## src/source/core_settings.svh

```systemverilog
`ifndef CORE_SETTINGS_SVH
`define CORE_SETTINGS_SVH

`default_nettype none

//////////////////////////////////////////////////
// Datapath sizing
//////////////////////////////////////////////////
`define WORD_W      32          // Data word width
`define REG_NUM     32          // GPR count, x0 included
`define RESET_PC    32'h0000_0000 // First expected PC

//////////////////////////////////////////////////
// Exception codes carried in the retire record
//////////////////////////////////////////////////
`define EXP_NONE    2'd0        // Normal retire
`define EXP_ILLEGAL 2'd1        // Unknown opcode or funct3

`default_nettype wire

`endif

```

## src/source/core_pkg.sv

```systemverilog
`default_nettype none

`include "core_settings.svh"

package core_pkg;

    typedef logic [`WORD_W-1:0]          word_t;      // Data word
    typedef logic [$clog2(`REG_NUM)-1:0] reg_addr_t;  // GPR index
    typedef logic [1:0]                  exp_code_t;  // Exception code

    typedef enum logic [3:0] {
        ALU_ADD, ALU_SUB, ALU_SLL, ALU_SLT, ALU_SLTU, ALU_XOR,
        ALU_SRL, ALU_SRA, ALU_OR, ALU_AND, ALU_PASS_B
    } alu_op_e;

    typedef enum logic [2:0] {
        CMP_NONE, CMP_EQ, CMP_NE, CMP_LT, CMP_GE, CMP_LTU, CMP_GEU, CMP_ALWAYS
    } cmp_op_e;

    typedef enum logic {
        OUT_ALU,                // ALU result
        OUT_LINK                // PC+4 for JAL/JALR
    } out_sel_e;

    //////////////////////////////////////////////////
    // Pipeline bundles
    //////////////////////////////////////////////////
    typedef struct packed {
        logic      valid;       // Real instruction, not a bubble
        word_t     pc;
        alu_op_e   alu_op;
        word_t     alu_in_0;    // Also JALR target base
        word_t     alu_in_1;
        cmp_op_e   cmp_op;
        word_t     cmp_in_0;
        word_t     cmp_in_1;
        reg_addr_t rd_addr;
        logic      gpr_we;
        out_sel_e  out_sel;
        exp_code_t exp_code;
        logic      is_jalr;
        word_t     jump_offset; // Branch/JAL/JALR immediate
    } id_ex_t;

    typedef struct packed {
        logic      valid;
        word_t     pc;
        reg_addr_t rd_addr;
        logic      gpr_we;
        word_t     data;        // Value for rd
        exp_code_t exp_code;
        logic      redirect;    // Taken branch or jump
        word_t     target;
    } ex_wb_t;

    // Empty slot: no write, no compare, add of zeros
    localparam id_ex_t ID_EX_BUBBLE = '{
        valid: 1'b0, pc: '0, alu_op: ALU_ADD, alu_in_0: '0, alu_in_1: '0,
        cmp_op: CMP_NONE, cmp_in_0: '0, cmp_in_1: '0, rd_addr: '0,
        gpr_we: 1'b0, out_sel: OUT_ALU, exp_code: `EXP_NONE,
        is_jalr: 1'b0, jump_offset: '0
    };

endpackage

`default_nettype wire

```

## src/source/gpr_file.sv

```systemverilog
`timescale 1ns/100ps
`default_nettype none

`include "core_settings.svh"

module gpr_file import core_pkg::*; (
    input  wire        clk,
    input  wire        rst_n,
    input  wire reg_addr_t rs1_addr,
    input  wire reg_addr_t rs2_addr,
    input  wire        we,
    input  wire reg_addr_t wr_addr,
    input  wire word_t wr_data,
    output word_t      rs1_data,
    output word_t      rs2_data
);

    word_t regs [`REG_NUM];     // x0 never written

    always_ff @(posedge clk or negedge rst_n) begin
        if (!rst_n) begin
            for (int i = 0; i < `REG_NUM; i++) begin
                regs[i] <= '0;
            end
        end else if (we && (wr_addr != '0)) begin
            regs[wr_addr] <= wr_data; // Writes to x0 dropped
        end
    end

    // Old value during a write, bypass in the decoder covers it
    assign rs1_data = (rs1_addr == '0) ? '0 : regs[rs1_addr];
    assign rs2_data = (rs2_addr == '0) ? '0 : regs[rs2_addr];

endmodule

`default_nettype wire

```

## src/source/rv_decoder.sv

```systemverilog
`timescale 1ns/100ps
`default_nettype none

`include "core_settings.svh"

module rv_decoder import core_pkg::*; (
    input  wire         clk,
    input  wire         rst_n,
    input  wire         in_valid,
    input  wire word_t  in_instr,
    input  wire word_t  in_pc,
    input  wire         wb_ready,
    input  wire ex_wb_t ex_fwd,     // Result now in execute
    input  wire ex_wb_t wb_fwd,     // Result held in writeback
    input  wire word_t  rs1_data,
    input  wire word_t  rs2_data,
    output reg_addr_t   rs1_addr,
    output reg_addr_t   rs2_addr,
    output logic        in_ready,
    output id_ex_t      bundle
);

    localparam logic [6:0] OPC_OP     = 7'b0110011;
    localparam logic [6:0] OPC_OP_IMM = 7'b0010011;
    localparam logic [6:0] OPC_LUI    = 7'b0110111;
    localparam logic [6:0] OPC_AUIPC  = 7'b0010111;
    localparam logic [6:0] OPC_BRANCH = 7'b1100011;
    localparam logic [6:0] OPC_JAL    = 7'b1101111;
    localparam logic [6:0] OPC_JALR   = 7'b1100111;

    word_t      expected_pc;
    logic [6:0] opcode;
    logic [2:0] funct3;
    logic       alt;            // funct7 bit 5, SUB/SRA select
    word_t      imm_i;
    word_t      imm_u;
    word_t      imm_b;
    word_t      imm_j;
    word_t      rs1_val;
    word_t      rs2_val;
    logic       accept;
    logic       pc_match;
    id_ex_t     dec;

    // Execute first, then writeback, then register file
    function automatic word_t bypass(reg_addr_t addr, word_t gpr, ex_wb_t ex_r, ex_wb_t wb_r);
        word_t val;
        val = gpr;
        if (wb_r.valid && wb_r.gpr_we && (wb_r.rd_addr == addr)) val = wb_r.data;
        if (ex_r.valid && ex_r.gpr_we && (ex_r.rd_addr == addr)) val = ex_r.data;
        if (addr == '0) val = '0;
        return val;
    endfunction

    function automatic alu_op_e alu_sel(logic [2:0] f3, logic f7_alt, logic is_reg);
        case (f3)
            3'b000:  return (is_reg && f7_alt) ? ALU_SUB : ALU_ADD;
            3'b001:  return ALU_SLL;
            3'b010:  return ALU_SLT;
            3'b011:  return ALU_SLTU;
            3'b100:  return ALU_XOR;
            3'b101:  return f7_alt ? ALU_SRA : ALU_SRL;
            3'b110:  return ALU_OR;
            default: return ALU_AND;
        endcase
    endfunction

    assign opcode   = in_instr[6:0];
    assign funct3   = in_instr[14:12];
    assign alt      = in_instr[30];
    assign rs1_addr = in_instr[19:15];
    assign rs2_addr = in_instr[24:20];

    assign imm_i = {{20{in_instr[31]}}, in_instr[31:20]};
    assign imm_u = {in_instr[31:12], 12'b0};
    assign imm_b = {{19{in_instr[31]}}, in_instr[31], in_instr[7], in_instr[30:25],
                    in_instr[11:8], 1'b0};
    assign imm_j = {{11{in_instr[31]}}, in_instr[31], in_instr[19:12], in_instr[20],
                    in_instr[30:21], 1'b0};

    assign rs1_val = bypass(rs1_addr, rs1_data, ex_fwd, wb_fwd);
    assign rs2_val = bypass(rs2_addr, rs2_data, ex_fwd, wb_fwd);

    assign in_ready = wb_ready;              // Stall blocks intake
    assign accept   = in_valid && wb_ready;
    assign pc_match = (in_pc == expected_pc);

    always_ff @(posedge clk or negedge rst_n) begin
        if (!rst_n) begin
            expected_pc <= `RESET_PC;
        end else if (ex_fwd.redirect) begin
            expected_pc <= ex_fwd.target;      // Branch wins over intake
        end else if (accept && pc_match) begin
            expected_pc <= in_pc + 32'd4;
        end
    end

    always_comb begin
        dec         = ID_EX_BUBBLE;
        dec.valid   = 1'b1;
        dec.pc      = in_pc;
        dec.rd_addr = in_instr[11:7];
        case (opcode)
            OPC_OP, OPC_OP_IMM: begin
                dec.alu_op   = alu_sel(funct3, alt, opcode == OPC_OP);
                dec.alu_in_0 = rs1_val;
                dec.alu_in_1 = (opcode == OPC_OP) ? rs2_val : imm_i;
                dec.gpr_we   = 1'b1;
            end
            OPC_LUI: begin
                dec.alu_op   = ALU_PASS_B;
                dec.alu_in_1 = imm_u;
                dec.gpr_we   = 1'b1;
            end
            OPC_AUIPC: begin
                dec.alu_in_0 = in_pc;        // ADD of pc and upper imm
                dec.alu_in_1 = imm_u;
                dec.gpr_we   = 1'b1;
            end
            OPC_BRANCH: begin
                dec.cmp_in_0    = rs1_val;
                dec.cmp_in_1    = rs2_val;
                dec.jump_offset = imm_b;
                case (funct3)
                    3'b000:  dec.cmp_op = CMP_EQ;
                    3'b001:  dec.cmp_op = CMP_NE;
                    3'b100:  dec.cmp_op = CMP_LT;
                    3'b101:  dec.cmp_op = CMP_GE;
                    3'b110:  dec.cmp_op = CMP_LTU;
                    3'b111:  dec.cmp_op = CMP_GEU;
                    default: dec.exp_code = `EXP_ILLEGAL;
                endcase
            end
            OPC_JAL: begin
                dec.alu_in_0    = in_pc;
                dec.cmp_op      = CMP_ALWAYS;
                dec.jump_offset = imm_j;
                dec.out_sel     = OUT_LINK;
                dec.gpr_we      = 1'b1;
            end
            OPC_JALR: begin
                dec.alu_in_0    = rs1_val;   // Target base
                dec.cmp_op      = CMP_ALWAYS;
                dec.jump_offset = imm_i;
                dec.out_sel     = OUT_LINK;
                dec.gpr_we      = 1'b1;
                dec.is_jalr     = 1'b1;
                if (funct3 != 3'b000) begin
                    dec         = ID_EX_BUBBLE;
                    dec.valid   = 1'b1;
                    dec.pc      = in_pc;
                    dec.rd_addr = in_instr[11:7];
                    dec.exp_code = `EXP_ILLEGAL;
                end
            end
            default: dec.exp_code = `EXP_ILLEGAL; // Retires without write
        endcase
    end

    // Wrong-PC or idle slot becomes a bubble
    assign bundle = (accept && pc_match) ? dec : ID_EX_BUBBLE;

endmodule

`default_nettype wire

```

## src/source/id_ex_reg.sv

```systemverilog
`timescale 1ns/100ps
`default_nettype none

module id_ex_reg import core_pkg::*; (
    input  wire         clk,
    input  wire         rst_n,
    input  wire         stall,      // Writeback full
    input  wire         flush,      // Redirect from execute
    input  wire id_ex_t bundle_in,
    output id_ex_t      bundle_out
);

    always_ff @(posedge clk or negedge rst_n) begin
        if (!rst_n) begin
            bundle_out <= ID_EX_BUBBLE;
        end else if (!stall) begin       // Flush waits out a stall
            if (flush) begin
                bundle_out <= ID_EX_BUBBLE;  // Drop wrong-path slot
            end else begin
                bundle_out <= bundle_in;
            end
        end
    end

endmodule

`default_nettype wire

```

## src/source/ex_unit.sv

```systemverilog
`timescale 1ns/100ps
`default_nettype none

module ex_unit import core_pkg::*; (
    input  wire id_ex_t bundle,
    input  wire         wb_ready,
    output ex_wb_t      result,
    output logic        redirect,
    output word_t       redirect_target
);

    word_t alu_a;
    word_t alu_b;
    word_t alu_y;
    word_t target_sum;
    logic  taken;

    assign alu_a = bundle.alu_in_0;
    assign alu_b = bundle.alu_in_1;

    //////////////////////////////////////////////////
    // ALU
    //////////////////////////////////////////////////
    always_comb begin
        case (bundle.alu_op)
            ALU_ADD:  alu_y = alu_a + alu_b;
            ALU_SUB:  alu_y = alu_a - alu_b;
            ALU_SLL:  alu_y = alu_a << alu_b[4:0];       // Shamt low 5 bits
            ALU_SLT:  alu_y = {31'b0, $signed(alu_a) < $signed(alu_b)};
            ALU_SLTU: alu_y = {31'b0, alu_a < alu_b};
            ALU_XOR:  alu_y = alu_a ^ alu_b;
            ALU_SRL:  alu_y = alu_a >> alu_b[4:0];
            ALU_SRA:  alu_y = word_t'($signed(alu_a) >>> alu_b[4:0]);
            ALU_OR:   alu_y = alu_a | alu_b;
            ALU_AND:  alu_y = alu_a & alu_b;
            default:  alu_y = alu_b;                      // LUI
        endcase
    end

    //////////////////////////////////////////////////
    // Branch compare and target
    //////////////////////////////////////////////////
    always_comb begin
        case (bundle.cmp_op)
            CMP_EQ:     taken = (bundle.cmp_in_0 == bundle.cmp_in_1);
            CMP_NE:     taken = (bundle.cmp_in_0 != bundle.cmp_in_1);
            CMP_LT:     taken = ($signed(bundle.cmp_in_0) < $signed(bundle.cmp_in_1));
            CMP_GE:     taken = ($signed(bundle.cmp_in_0) >= $signed(bundle.cmp_in_1));
            CMP_LTU:    taken = (bundle.cmp_in_0 < bundle.cmp_in_1);
            CMP_GEU:    taken = (bundle.cmp_in_0 >= bundle.cmp_in_1);
            CMP_ALWAYS: taken = 1'b1;                     // JAL/JALR
            default:    taken = 1'b0;
        endcase
    end

    assign target_sum = (bundle.is_jalr ? alu_a : bundle.pc) + bundle.jump_offset;
    assign redirect_target = {target_sum[31:1], target_sum[0] & ~bundle.is_jalr};

    // Held branch fires only when writeback takes it
    assign redirect = bundle.valid && taken && wb_ready;

    always_comb begin
        result.valid    = bundle.valid;
        result.pc       = bundle.pc;
        result.rd_addr  = bundle.rd_addr;
        result.gpr_we   = bundle.gpr_we;
        result.data     = (bundle.out_sel == OUT_LINK) ? bundle.pc + 32'd4 : alu_y;
        result.exp_code = bundle.exp_code;
        result.redirect = redirect;
        result.target   = redirect_target;
    end

endmodule

`default_nettype wire

```

## src/source/wb_stage.sv

```systemverilog
`timescale 1ns/100ps
`default_nettype none

module wb_stage import core_pkg::*; (
    input  wire         clk,
    input  wire         rst_n,
    input  wire ex_wb_t result,
    input  wire         retire_ready,
    output logic        wb_ready,
    output logic        retire_valid,
    output ex_wb_t      retire_rec,
    output logic        gpr_we,
    output reg_addr_t   gpr_wr_addr,
    output word_t       gpr_wr_data,
    output ex_wb_t      wb_fwd
);

    ex_wb_t rec_q;                  // Record offered on retire port
    logic   retire_fire;

    assign wb_ready    = !rec_q.valid || retire_ready;    // Empty or draining
    assign retire_fire = rec_q.valid && retire_ready;

    always_ff @(posedge clk or negedge rst_n) begin
        if (!rst_n) begin
            rec_q <= '0;
        end else if (wb_ready) begin
            rec_q <= result;        // Bubbles load with valid low
        end
    end

    assign retire_valid = rec_q.valid;
    assign retire_rec   = rec_q;
    assign wb_fwd       = rec_q;    // Not yet in the register file

    // Register write on the handshake edge only
    assign gpr_we      = retire_fire && rec_q.gpr_we && (rec_q.rd_addr != '0);
    assign gpr_wr_addr = rec_q.rd_addr;
    assign gpr_wr_data = rec_q.data;

endmodule

`default_nettype wire

```

## src/source/exec_core_top.sv

```systemverilog
`timescale 1ns/100ps
`default_nettype none

module exec_core_top import core_pkg::*; (
    input  wire        clk,
    input  wire        rst_n,
    input  wire        in_valid,
    input  wire word_t in_instr,
    input  wire word_t in_pc,
    output logic       in_ready,
    output logic       retire_valid,
    output ex_wb_t     retire_rec,
    input  wire        retire_ready
);

    reg_addr_t rs1_addr;
    reg_addr_t rs2_addr;
    word_t     rs1_data;
    word_t     rs2_data;
    logic      gpr_we;
    reg_addr_t gpr_wr_addr;
    word_t     gpr_wr_data;
    id_ex_t    dec_bundle;          // Decoder to ID/EX
    id_ex_t    ex_bundle;           // ID/EX to execute
    ex_wb_t    ex_result;
    ex_wb_t    wb_fwd;
    logic      wb_ready;
    logic      redirect;

    gpr_file gpr_file_inst (
        .clk      (clk),
        .rst_n    (rst_n),
        .rs1_addr (rs1_addr),
        .rs2_addr (rs2_addr),
        .we       (gpr_we),
        .wr_addr  (gpr_wr_addr),
        .wr_data  (gpr_wr_data),
        .rs1_data (rs1_data),
        .rs2_data (rs2_data)
    );

    rv_decoder rv_decoder_inst (
        .clk      (clk),
        .rst_n    (rst_n),
        .in_valid (in_valid),
        .in_instr (in_instr),
        .in_pc    (in_pc),
        .wb_ready (wb_ready),
        .ex_fwd   (ex_result),      // Carries redirect and target too
        .wb_fwd   (wb_fwd),
        .rs1_data (rs1_data),
        .rs2_data (rs2_data),
        .rs1_addr (rs1_addr),
        .rs2_addr (rs2_addr),
        .in_ready (in_ready),
        .bundle   (dec_bundle)
    );

    id_ex_reg id_ex_reg_inst (
        .clk        (clk),
        .rst_n      (rst_n),
        .stall      (!wb_ready),
        .flush      (redirect),
        .bundle_in  (dec_bundle),
        .bundle_out (ex_bundle)
    );

    ex_unit ex_unit_inst (
        .bundle          (ex_bundle),
        .wb_ready        (wb_ready),
        .result          (ex_result),
        .redirect        (redirect),
        .redirect_target ()         // Target reaches the decoder inside ex_result
    );

    wb_stage wb_stage_inst (
        .clk          (clk),
        .rst_n        (rst_n),
        .result       (ex_result),
        .retire_ready (retire_ready),
        .wb_ready     (wb_ready),
        .retire_valid (retire_valid),
        .retire_rec   (retire_rec),
        .gpr_we       (gpr_we),
        .gpr_wr_addr  (gpr_wr_addr),
        .gpr_wr_data  (gpr_wr_data),
        .wb_fwd       (wb_fwd)
    );

endmodule

`default_nettype wire

```

## config.mk

```make
export PLATFORM = sky130hd
export DESIGN_NAME = exec_core_top
export DESIGN_NICKNAME = d
export VERILOG_FILES = /design/src/source/core_pkg.sv /design/src/source/gpr_file.sv /design/src/source/rv_decoder.sv /design/src/source/id_ex_reg.sv /design/src/source/ex_unit.sv /design/src/source/wb_stage.sv /design/src/source/exec_core_top.sv
export VERILOG_INCLUDE_DIRS = /design/src /design/src/source
export SDC_FILE = /design/constraint.sdc
export NUM_CORES = 2
export LEC_CHECK = 0
export ABC_AREA = 0
export BUFFER_PORTS_ARGS = -buffer_cell sky130_fd_sc_hd__buf_4
export CORE_MARGIN = 5
export CORE_UTILIZATION = 40
export CTS_BUF_LIST = sky130_fd_sc_hd__clkbuf_2
export DETAILED_ROUTE_END_ITERATION = 16
export GPL_TIMING_DRIVEN = 1
export PLACE_DENSITY = 0.65
export RECOVER_POWER = 100
export SLEW_MARGIN = 10
export SYNTH_ARGS = -nofsm -noshare
export SYNTH_HDL_FRONTEND = slang
export SYNTH_SLANG_ARGS = --single-unit
```

## constraint.sdc

```tcl
create_clock -name clk -period 7.4 [get_ports clk]
set_input_delay 0.74 -clock clk [delete_from_list [all_inputs] [get_ports clk]]
set_output_delay 0.74 -clock clk [all_outputs]
set_load 0.01 [all_outputs]
```

Yosys cells after proc, flatten, opt, wreduce, memory -nomap -nowiden. Index checks and enable logic that the tools add are counted.

Order comparisons: 10. Bitwise logic cells: 8. Div/mod/pow operators: 0. Multiply operators: 0. Add/subtract/negate cells: 5. Muxes and demuxes: 41. Eq/ne operators: 37. Reduce and logical (&&, ||, !) cells: 30. Shift operators: 3.

Operator list (number): $bwmux 1024 (1); $mux 32 (16); $mux 210 (2); $bmux 32 s5 (2); $pmux 32 s10 (1); $pmux 32 s3 (3); $mux 173 (1); $demux 32 s5 (1); $lt 32x32->1 (4); $pmux 64 s2 (1); $add 32x3->32 const B (2); $add 32x32->32 (2); $eq 32x32->1 (2); $ge 32x32->1 (2); $and 32x32->32 (1); $ne 32x32->1 (1); $or 32x32->32 (1); $shl 32x5->32 (1); $shr 32x5->32 (1); $sshr 32x5->32 (1); $sub 32x32->32 (1); $xor 32x32->32 (1); $pmux 4 s7 (1); $eq 3x3->1 const B (8); 35 further kinds (77).

Input bits: 68. Memories: 0. Bits in latches: 0. Memory bits (writable): 0. Register bits: 1372. Word-level logic and storage cells: 189. Bits in read-only memories: 0.

Logic depth before layout (Yosys ltp).
Word-level depth: 11. Mapped depth: 16.

By module. Synthesis repeated with hierarchy kept, for this count alone.

Cells, all modules: 7846. Area total of the unflattened synthesis: 88407.3 µm².

By module, submodules not included: gpr_file (area an instance 54369.6 µm², sequential area each 25624.6 µm², cells each 3621, times used 1); ex_unit (area an instance 13242.7 µm², sequential area each 0.0 µm², cells each 1933, times used 1); id_ex_reg (area an instance 8989.9 µm², sequential area each 5255.0 µm², cells each 909, times used 1); rv_decoder (area an instance 6650.1 µm², sequential area each 800.8 µm², cells each 1009, times used 1); wb_stage (area an instance 5151.2 µm², sequential area each 2652.5 µm², cells each 373, times used 1); exec_core_top (area an instance 3.8 µm², sequential area each 0.0 µm², cells each 1, times used 1).

Worst setup path after synthesis. Ideal clock, no wire load.

Path type: reg-to-reg. Start: register id_ex_reg_inst.bundle_out[111] (netlist bit). End: register id_ex_reg_inst.bundle_out[122] (netlist bit). Data arrival time: 3.907 ns. Cell stages (with the launch flop): 17. Setup slack: 3.352 ns. Clock period less this slack: 4.048 ns. Required time: 7.259 ns. Buffers on the path: 4. Path through: dfrtp_1 > buf_2 > inv_2 > buf_1 > clkbuf_1 > ha_1 > buf_2 > inv_1 > o221ai_1 > a211oi_1 > a21boi_1 > a221o_1 > a221o_1 > a22o_1 > a21o_1 > a221oi_2 > o22ai_1.

Longest elaborated chain between the ends: 9.

Ends and longest elaborated chain: start: declaration (RTL line id_ex_reg.sv:10) `output id_ex_t bundle_out`; start signal: assignment (RTL line id_ex_reg.sv:20) `bundle_out <= bundle_in;`; $sub 32x32->32 (tied with other cells) (RTL line ex_unit.sv:27) `ALU_SUB: alu_y = alu_a - alu_b;`; $pmux 32 s10 (*) (RTL line ex_unit.sv:25) `case (bundle.alu_op)`; $mux 32 (*) (RTL line ex_unit.sv:67) `result.data = (bundle.out_sel == OUT_LINK) ? bundle.pc + 32'd4 : alu_y;`; $mux 32 (*) (RTL line rv_decoder.sv:50) `if (ex_r.valid && ex_r.gpr_we && (ex_r.rd_addr == addr)) val = ex_r.data;`; $mux 32 (*) (RTL line rv_decoder.sv:51) `if (addr == '0) val = '0;`; $mux 32 (*) (RTL line rv_decoder.sv:107) `dec.alu_in_1 = (opcode == OPC_OP) ? rs2_val : imm_i;`; $pmux 32 s3 (*) (RTL line rv_decoder.sv:103) `case (opcode)`; $mux 210 (*) (RTL line rv_decoder.sv:161) `assign bundle = (accept && pc_match) ? dec : ID_EX_BUBBLE;`; $mux 210 (*) (RTL line id_ex_reg.sv:17) `if (flush) begin`.

Mark *: on every way between the ends. The rest lies on a longest branch, timed or not. A chain may end at the register's enable or synchronous reset.

Final worst setup path.
Start: register wb_stage_inst.rec_q (netlist bit wb_stage_inst.retire_valid). End: register id_ex_reg_inst.bundle_out[170] (netlist bit).

Longest elaborated chain between the ends: 9.

Ends and longest elaborated chain: start: declaration (RTL line wb_stage.sv:18) `ex_wb_t rec_q;`; start signal: assignment (RTL line wb_stage.sv:28) `rec_q <= result;`; $logic_and 1x1->1 (2 in a row) (RTL line rv_decoder.sv:49) `if (wb_r.valid && wb_r.gpr_we && (wb_r.rd_addr == addr)) val = wb_r.data;`; $mux 32 (RTL line rv_decoder.sv:49); $mux 32 (RTL line rv_decoder.sv:50); $mux 32 (RTL line rv_decoder.sv:51); $mux 173 (RTL line rv_decoder.sv:148) `if (funct3 != 3'b000) begin`; $pmux 32 s3 (RTL line rv_decoder.sv:103); $mux 210 (RTL line rv_decoder.sv:161); $mux 210 (RTL line id_ex_reg.sv:17).

Parallel ways exist; a longest one is shown, timed or not.

==> flow_summary.json <==
{
  "outcome": "finished with violations",
  "violations": "capacitance limit, slew limit",
  "place_congestion": 1.06,
  "portBuffers": 174,
  "drt_wl_total_mm": 321,
  "ys_seq_elements": 1359,
  "avgSynthCellArea_um2": 12.2,
  "hold-path-cell-count": 5,
  "syn_area_um2": 83000,
  "crit_chain": "nor2b_1, inv_6, nand4_1, dlygate4sd3_1, nor4_4, dlygate4sd3_1, buf_4, and3_1, clkbuf_1, nand3_1, o21ai_0, a21o_1",
  "ys.flop_type": "dfrtp_1",
  "fin_nets": 7247,
  "seq_power_share_pct": 54.5,
  "viasPerCell": 6.46,
  "netlist.area_leader.share_pct": 41.0,
  "synth_cell_type_count": 99,
  "boundaryPins": 176,
  "syn_inst": 6778,
  "root_buffer": "clkbuf_2",
  "crit_type": "flop to flop",
  "yosys_warnings": 0,
  "hold_class": "primary input to flop",
  "synth_area_leaders": "dfrtp_1 41%, mux4_2 19%, mux2_2 14%, ha_1 2.5%, clkbuf_1 2.3%",
  "cellPowerDensity_nw_per_um2": 149,
  "ant_nets": 0,
  "syn_nets": 7014,
  "setup_viol": 0,
  "timing.hold.ws_ps": 183,
  "core_um2": 207000,
  "switching_share_pct": 28.4,
  "vdd_ir_drop_max_mv": 0.173,
  "dp_hpwl_mm": 210,
  "grt_pass1_vias": 65600,
  "period_share_pct": 89.4,
  "grt_max_degree": 180,
  "clkPwrFrac_pct": 39.7,
  "insertion_delay_ps": 1900,
  "min_period_ps": 6620,
  "drcViolationCount": 0,
  "hold_viol": 0,
  "max_stage_delay_ps": 1300,
  "num_vias": 64500,
  "async_flop_share_pct": 100,
  "dr.first_iter.drc_count": 7745,
  "numCtsBuffers": 381,
  "dieArea_um2": 217000,
  "maxSlewViolCount": 2776,
  "cpMostUsedCell": "dlygate4sd3_1",
  "rsz0062_at_grt": "false",
  "timing.slew.headroom_pct": -200,
  "placed_cells": 9150,
  "initial_utilization_pct": 40.1,
  "die_x_um": 466,
  "p_sw_uw": 3870,
  "drive_gt1_share_pct": 35.5,
  "fin_tns_setup_ps": 0,
  "synth_edf_count": 0,
  "finalNonFillerCells": 9988,
  "drtPass1Iterations": 7,
  "p_int_uw": 9740,
  "clkSlewWorstSetupHoldPaths_ps": 100,
  "fmax_ghz": 0.151,
  "startpoint_type": "flop",
  "htree_levels": 5,
  "cts_tree": "built",
  "row_count": 167,
  "timing.rr.start": "wb_stage_inst.retire_valid",
  "min_from": "in_instr[24]",
  "grt_pass1_wl_mm": 467,
  "routedWlPerCell_um": 32.2,
  "area_delta_synth_final_pct": 9.73,
  "required_ps": 9160,
  "synth_area_leader_cell": "dfrtp_1",
  "cap_viol_max_count": 71,
  "grtUsageTotal_pct": 29.2,
  "pwr-share-comb_pct": 5.8,
  "cp_slowest_cell": "clkbuf_1",
  "yosysSeqAreaShare_pct": 41.0,
  "cp_max_fo": 57,
  "r2r_cells": 12,
  "dpl-instance-area_um2": 86900,
  "grt_antenna_before_repair": 18,
  "leakagePower_uw": 0.0410,
  "design_area_um2": 91100,
  "cts.sinks": 1359,
  "startpoint": "wb_stage_inst.retire_valid",
  "worst-slew-pin-transition_ps": 4500,
  "cts_buffer_depth": 4,
  "fp.dieH_um": 466,
  "fin_skew_ps": 165,
  "cp-end-kind": "flop",
  "grt_overflow": 0,
  "cp.arrival_ps": 8380
}
==> worst max-delay path: cells and delay by family, from the launching register on <==
kind / cells / cell delay, ps
AOI/OAI and AO/OA: 2 / 540
DFF: 1 / 560
buffers and inverters: 5 / 3340
and+or+nand+nor: 5 / 1840
==> path summary, 6_finish.rpt <==
path / to / slack, ps
min in group asynchronous: wb_stage_inst.gpr_wr_data[15] / 990
worst max register to register: id_ex_reg_inst.bundle_out[170] / 780
max in group asynchronous: id_ex_reg_inst.bundle_out[109] / 1700
worst min register to register: gpr_file_inst.regs[1015] / 400
worst min-delay path: id_ex_reg_inst.bundle_out[133] / 180
worst max-delay path: id_ex_reg_inst.bundle_out[170] / 780
==> Yosys cell counts, drive strengths merged (77+ instances only) <==
| cell type | instances |
|---|---|
| o21ai | 315 |
| inv | 150 |
| a21oi | 248 |
| nor3 | 77 |
| buf | 170 |
| mux4 | 714 |
| nand2 | 508 |
| mux2 | 1042 |
| o22ai | 81 |
| ha | 165 |
| nor2 | 284 |
| dfrtp | 1359 |
| mux2i | 123 |
| clkbuf | 510 |
| xor2 | 82 |
==> final cells by class <==
| class | count | area [um2] |
|---|---|---|
| clock inverter | 96 | 453 |
| inverter | 151 | 572 |
| multi-input combinational | 4588 | 45900 |
| timing repair buffer | 530 | 4040 |
| clock buffer | 549 | 2750 |
| antenna | 11 | 27.5 |
| tap | 2704 | 3380 |
| sequential | 1359 | 34000 |
| fill | 19200 | 116000 |
==> layer usage <==
layer	part of all wire, %	wire, um	up-vias	GRT usage [%]
li1	-	-	26400	-
met5	0.021	66	-	0
met2	45	144000	3768	44.4
met1	38	121000	33400	37.3
met3	11	35100	925	8.89
met4	6.3	20300	10	16.2
==> per-stage QoR <==
stage | utilization (%) | power [uW] | setup slack [ps]
floorplan | - | 7910 | 3350
global placement | 42.0 | 8290 | 2440
detailed placement | 42.0 | 8290 | 2440
CTS | 44.4 | 13800 | 1690
global route | 44.0 | 14200 | 745
finish | 44.0 | 13600 | 781
==> registers in the layout, summed over array words and instances, names as in the netlist <==
signal and flops:
wb_stage_inst.retire_valid 1, id_ex_reg_inst.bundle_out 198, wb_stage_inst.gpr_wr_data 32, wb_stage_inst.retire_rec 67, rv_decoder_inst.expected_pc 32, wb_stage_inst.gpr_wr_addr 5, gpr_file_inst.regs 1024
==> power groups by stage <==
stage / registers, uW / clock network [uW] / logic (uW)
2_1_floorplan: 7570 / 0 / 343
3_3_place_gp: 7570 / 0 / 722
3_5_place_dp: 7570 / 0 / 725
4_1_cts: 7420 / 5530 / 802
5_1_grt: 7420 / 5930 / 840
6_report: 7420 / 5400 / 793
==> cells in the final DEF, fill, tap and decap left out, types with 34 or more instances in the layout <==
cell type and instances:
a211oi_1 54, a21o_1 37, a21oi_1 247, a22o_1 63, a22oi_1 34, a31oi_1 39, buf_4 179, clkbuf_1 146
clkbuf_2 555, clkinv_1 75, dfrtp_1 1357, dlygate4sd3_1 181, ha_1 165, inv_1 148, mux2_2 1038, mux2i_1 123
mux4_2 714, nand2_1 504, nand3_1 74, nand4_1 49, nor2_1 273, nor3_1 72, o211ai_1 70, o21ai_0 308
o22ai_1 81, xnor2_1 59, xor2_1 82
==> cells by family (layout without fill, tap and decap cells) <==
family	Yosys count	in the layout	synth area share (%)
AO/OA/AOI/OAI	1189	1189	9.35
XOR/XNOR	141	141	1.49
adder cells (fa/ha/maj)	168	168	2.56
buffers and inverters	831	1326	3.95
flip-flops	1359	1359	41.0
multiplexers	1879	1879	35.0
other	1	12	0.00452
AND/OR/NAND/NOR	1210	1210	6.69
==> what timing repair did <==
item                      4_1_cts  5_1_grt
setup buffers                   0        0
hold endpoints to repair     1480        0
resized for setup               0        0
hold buffers                  182        0
No activity file was read; power rests on OpenSTA's default activity.
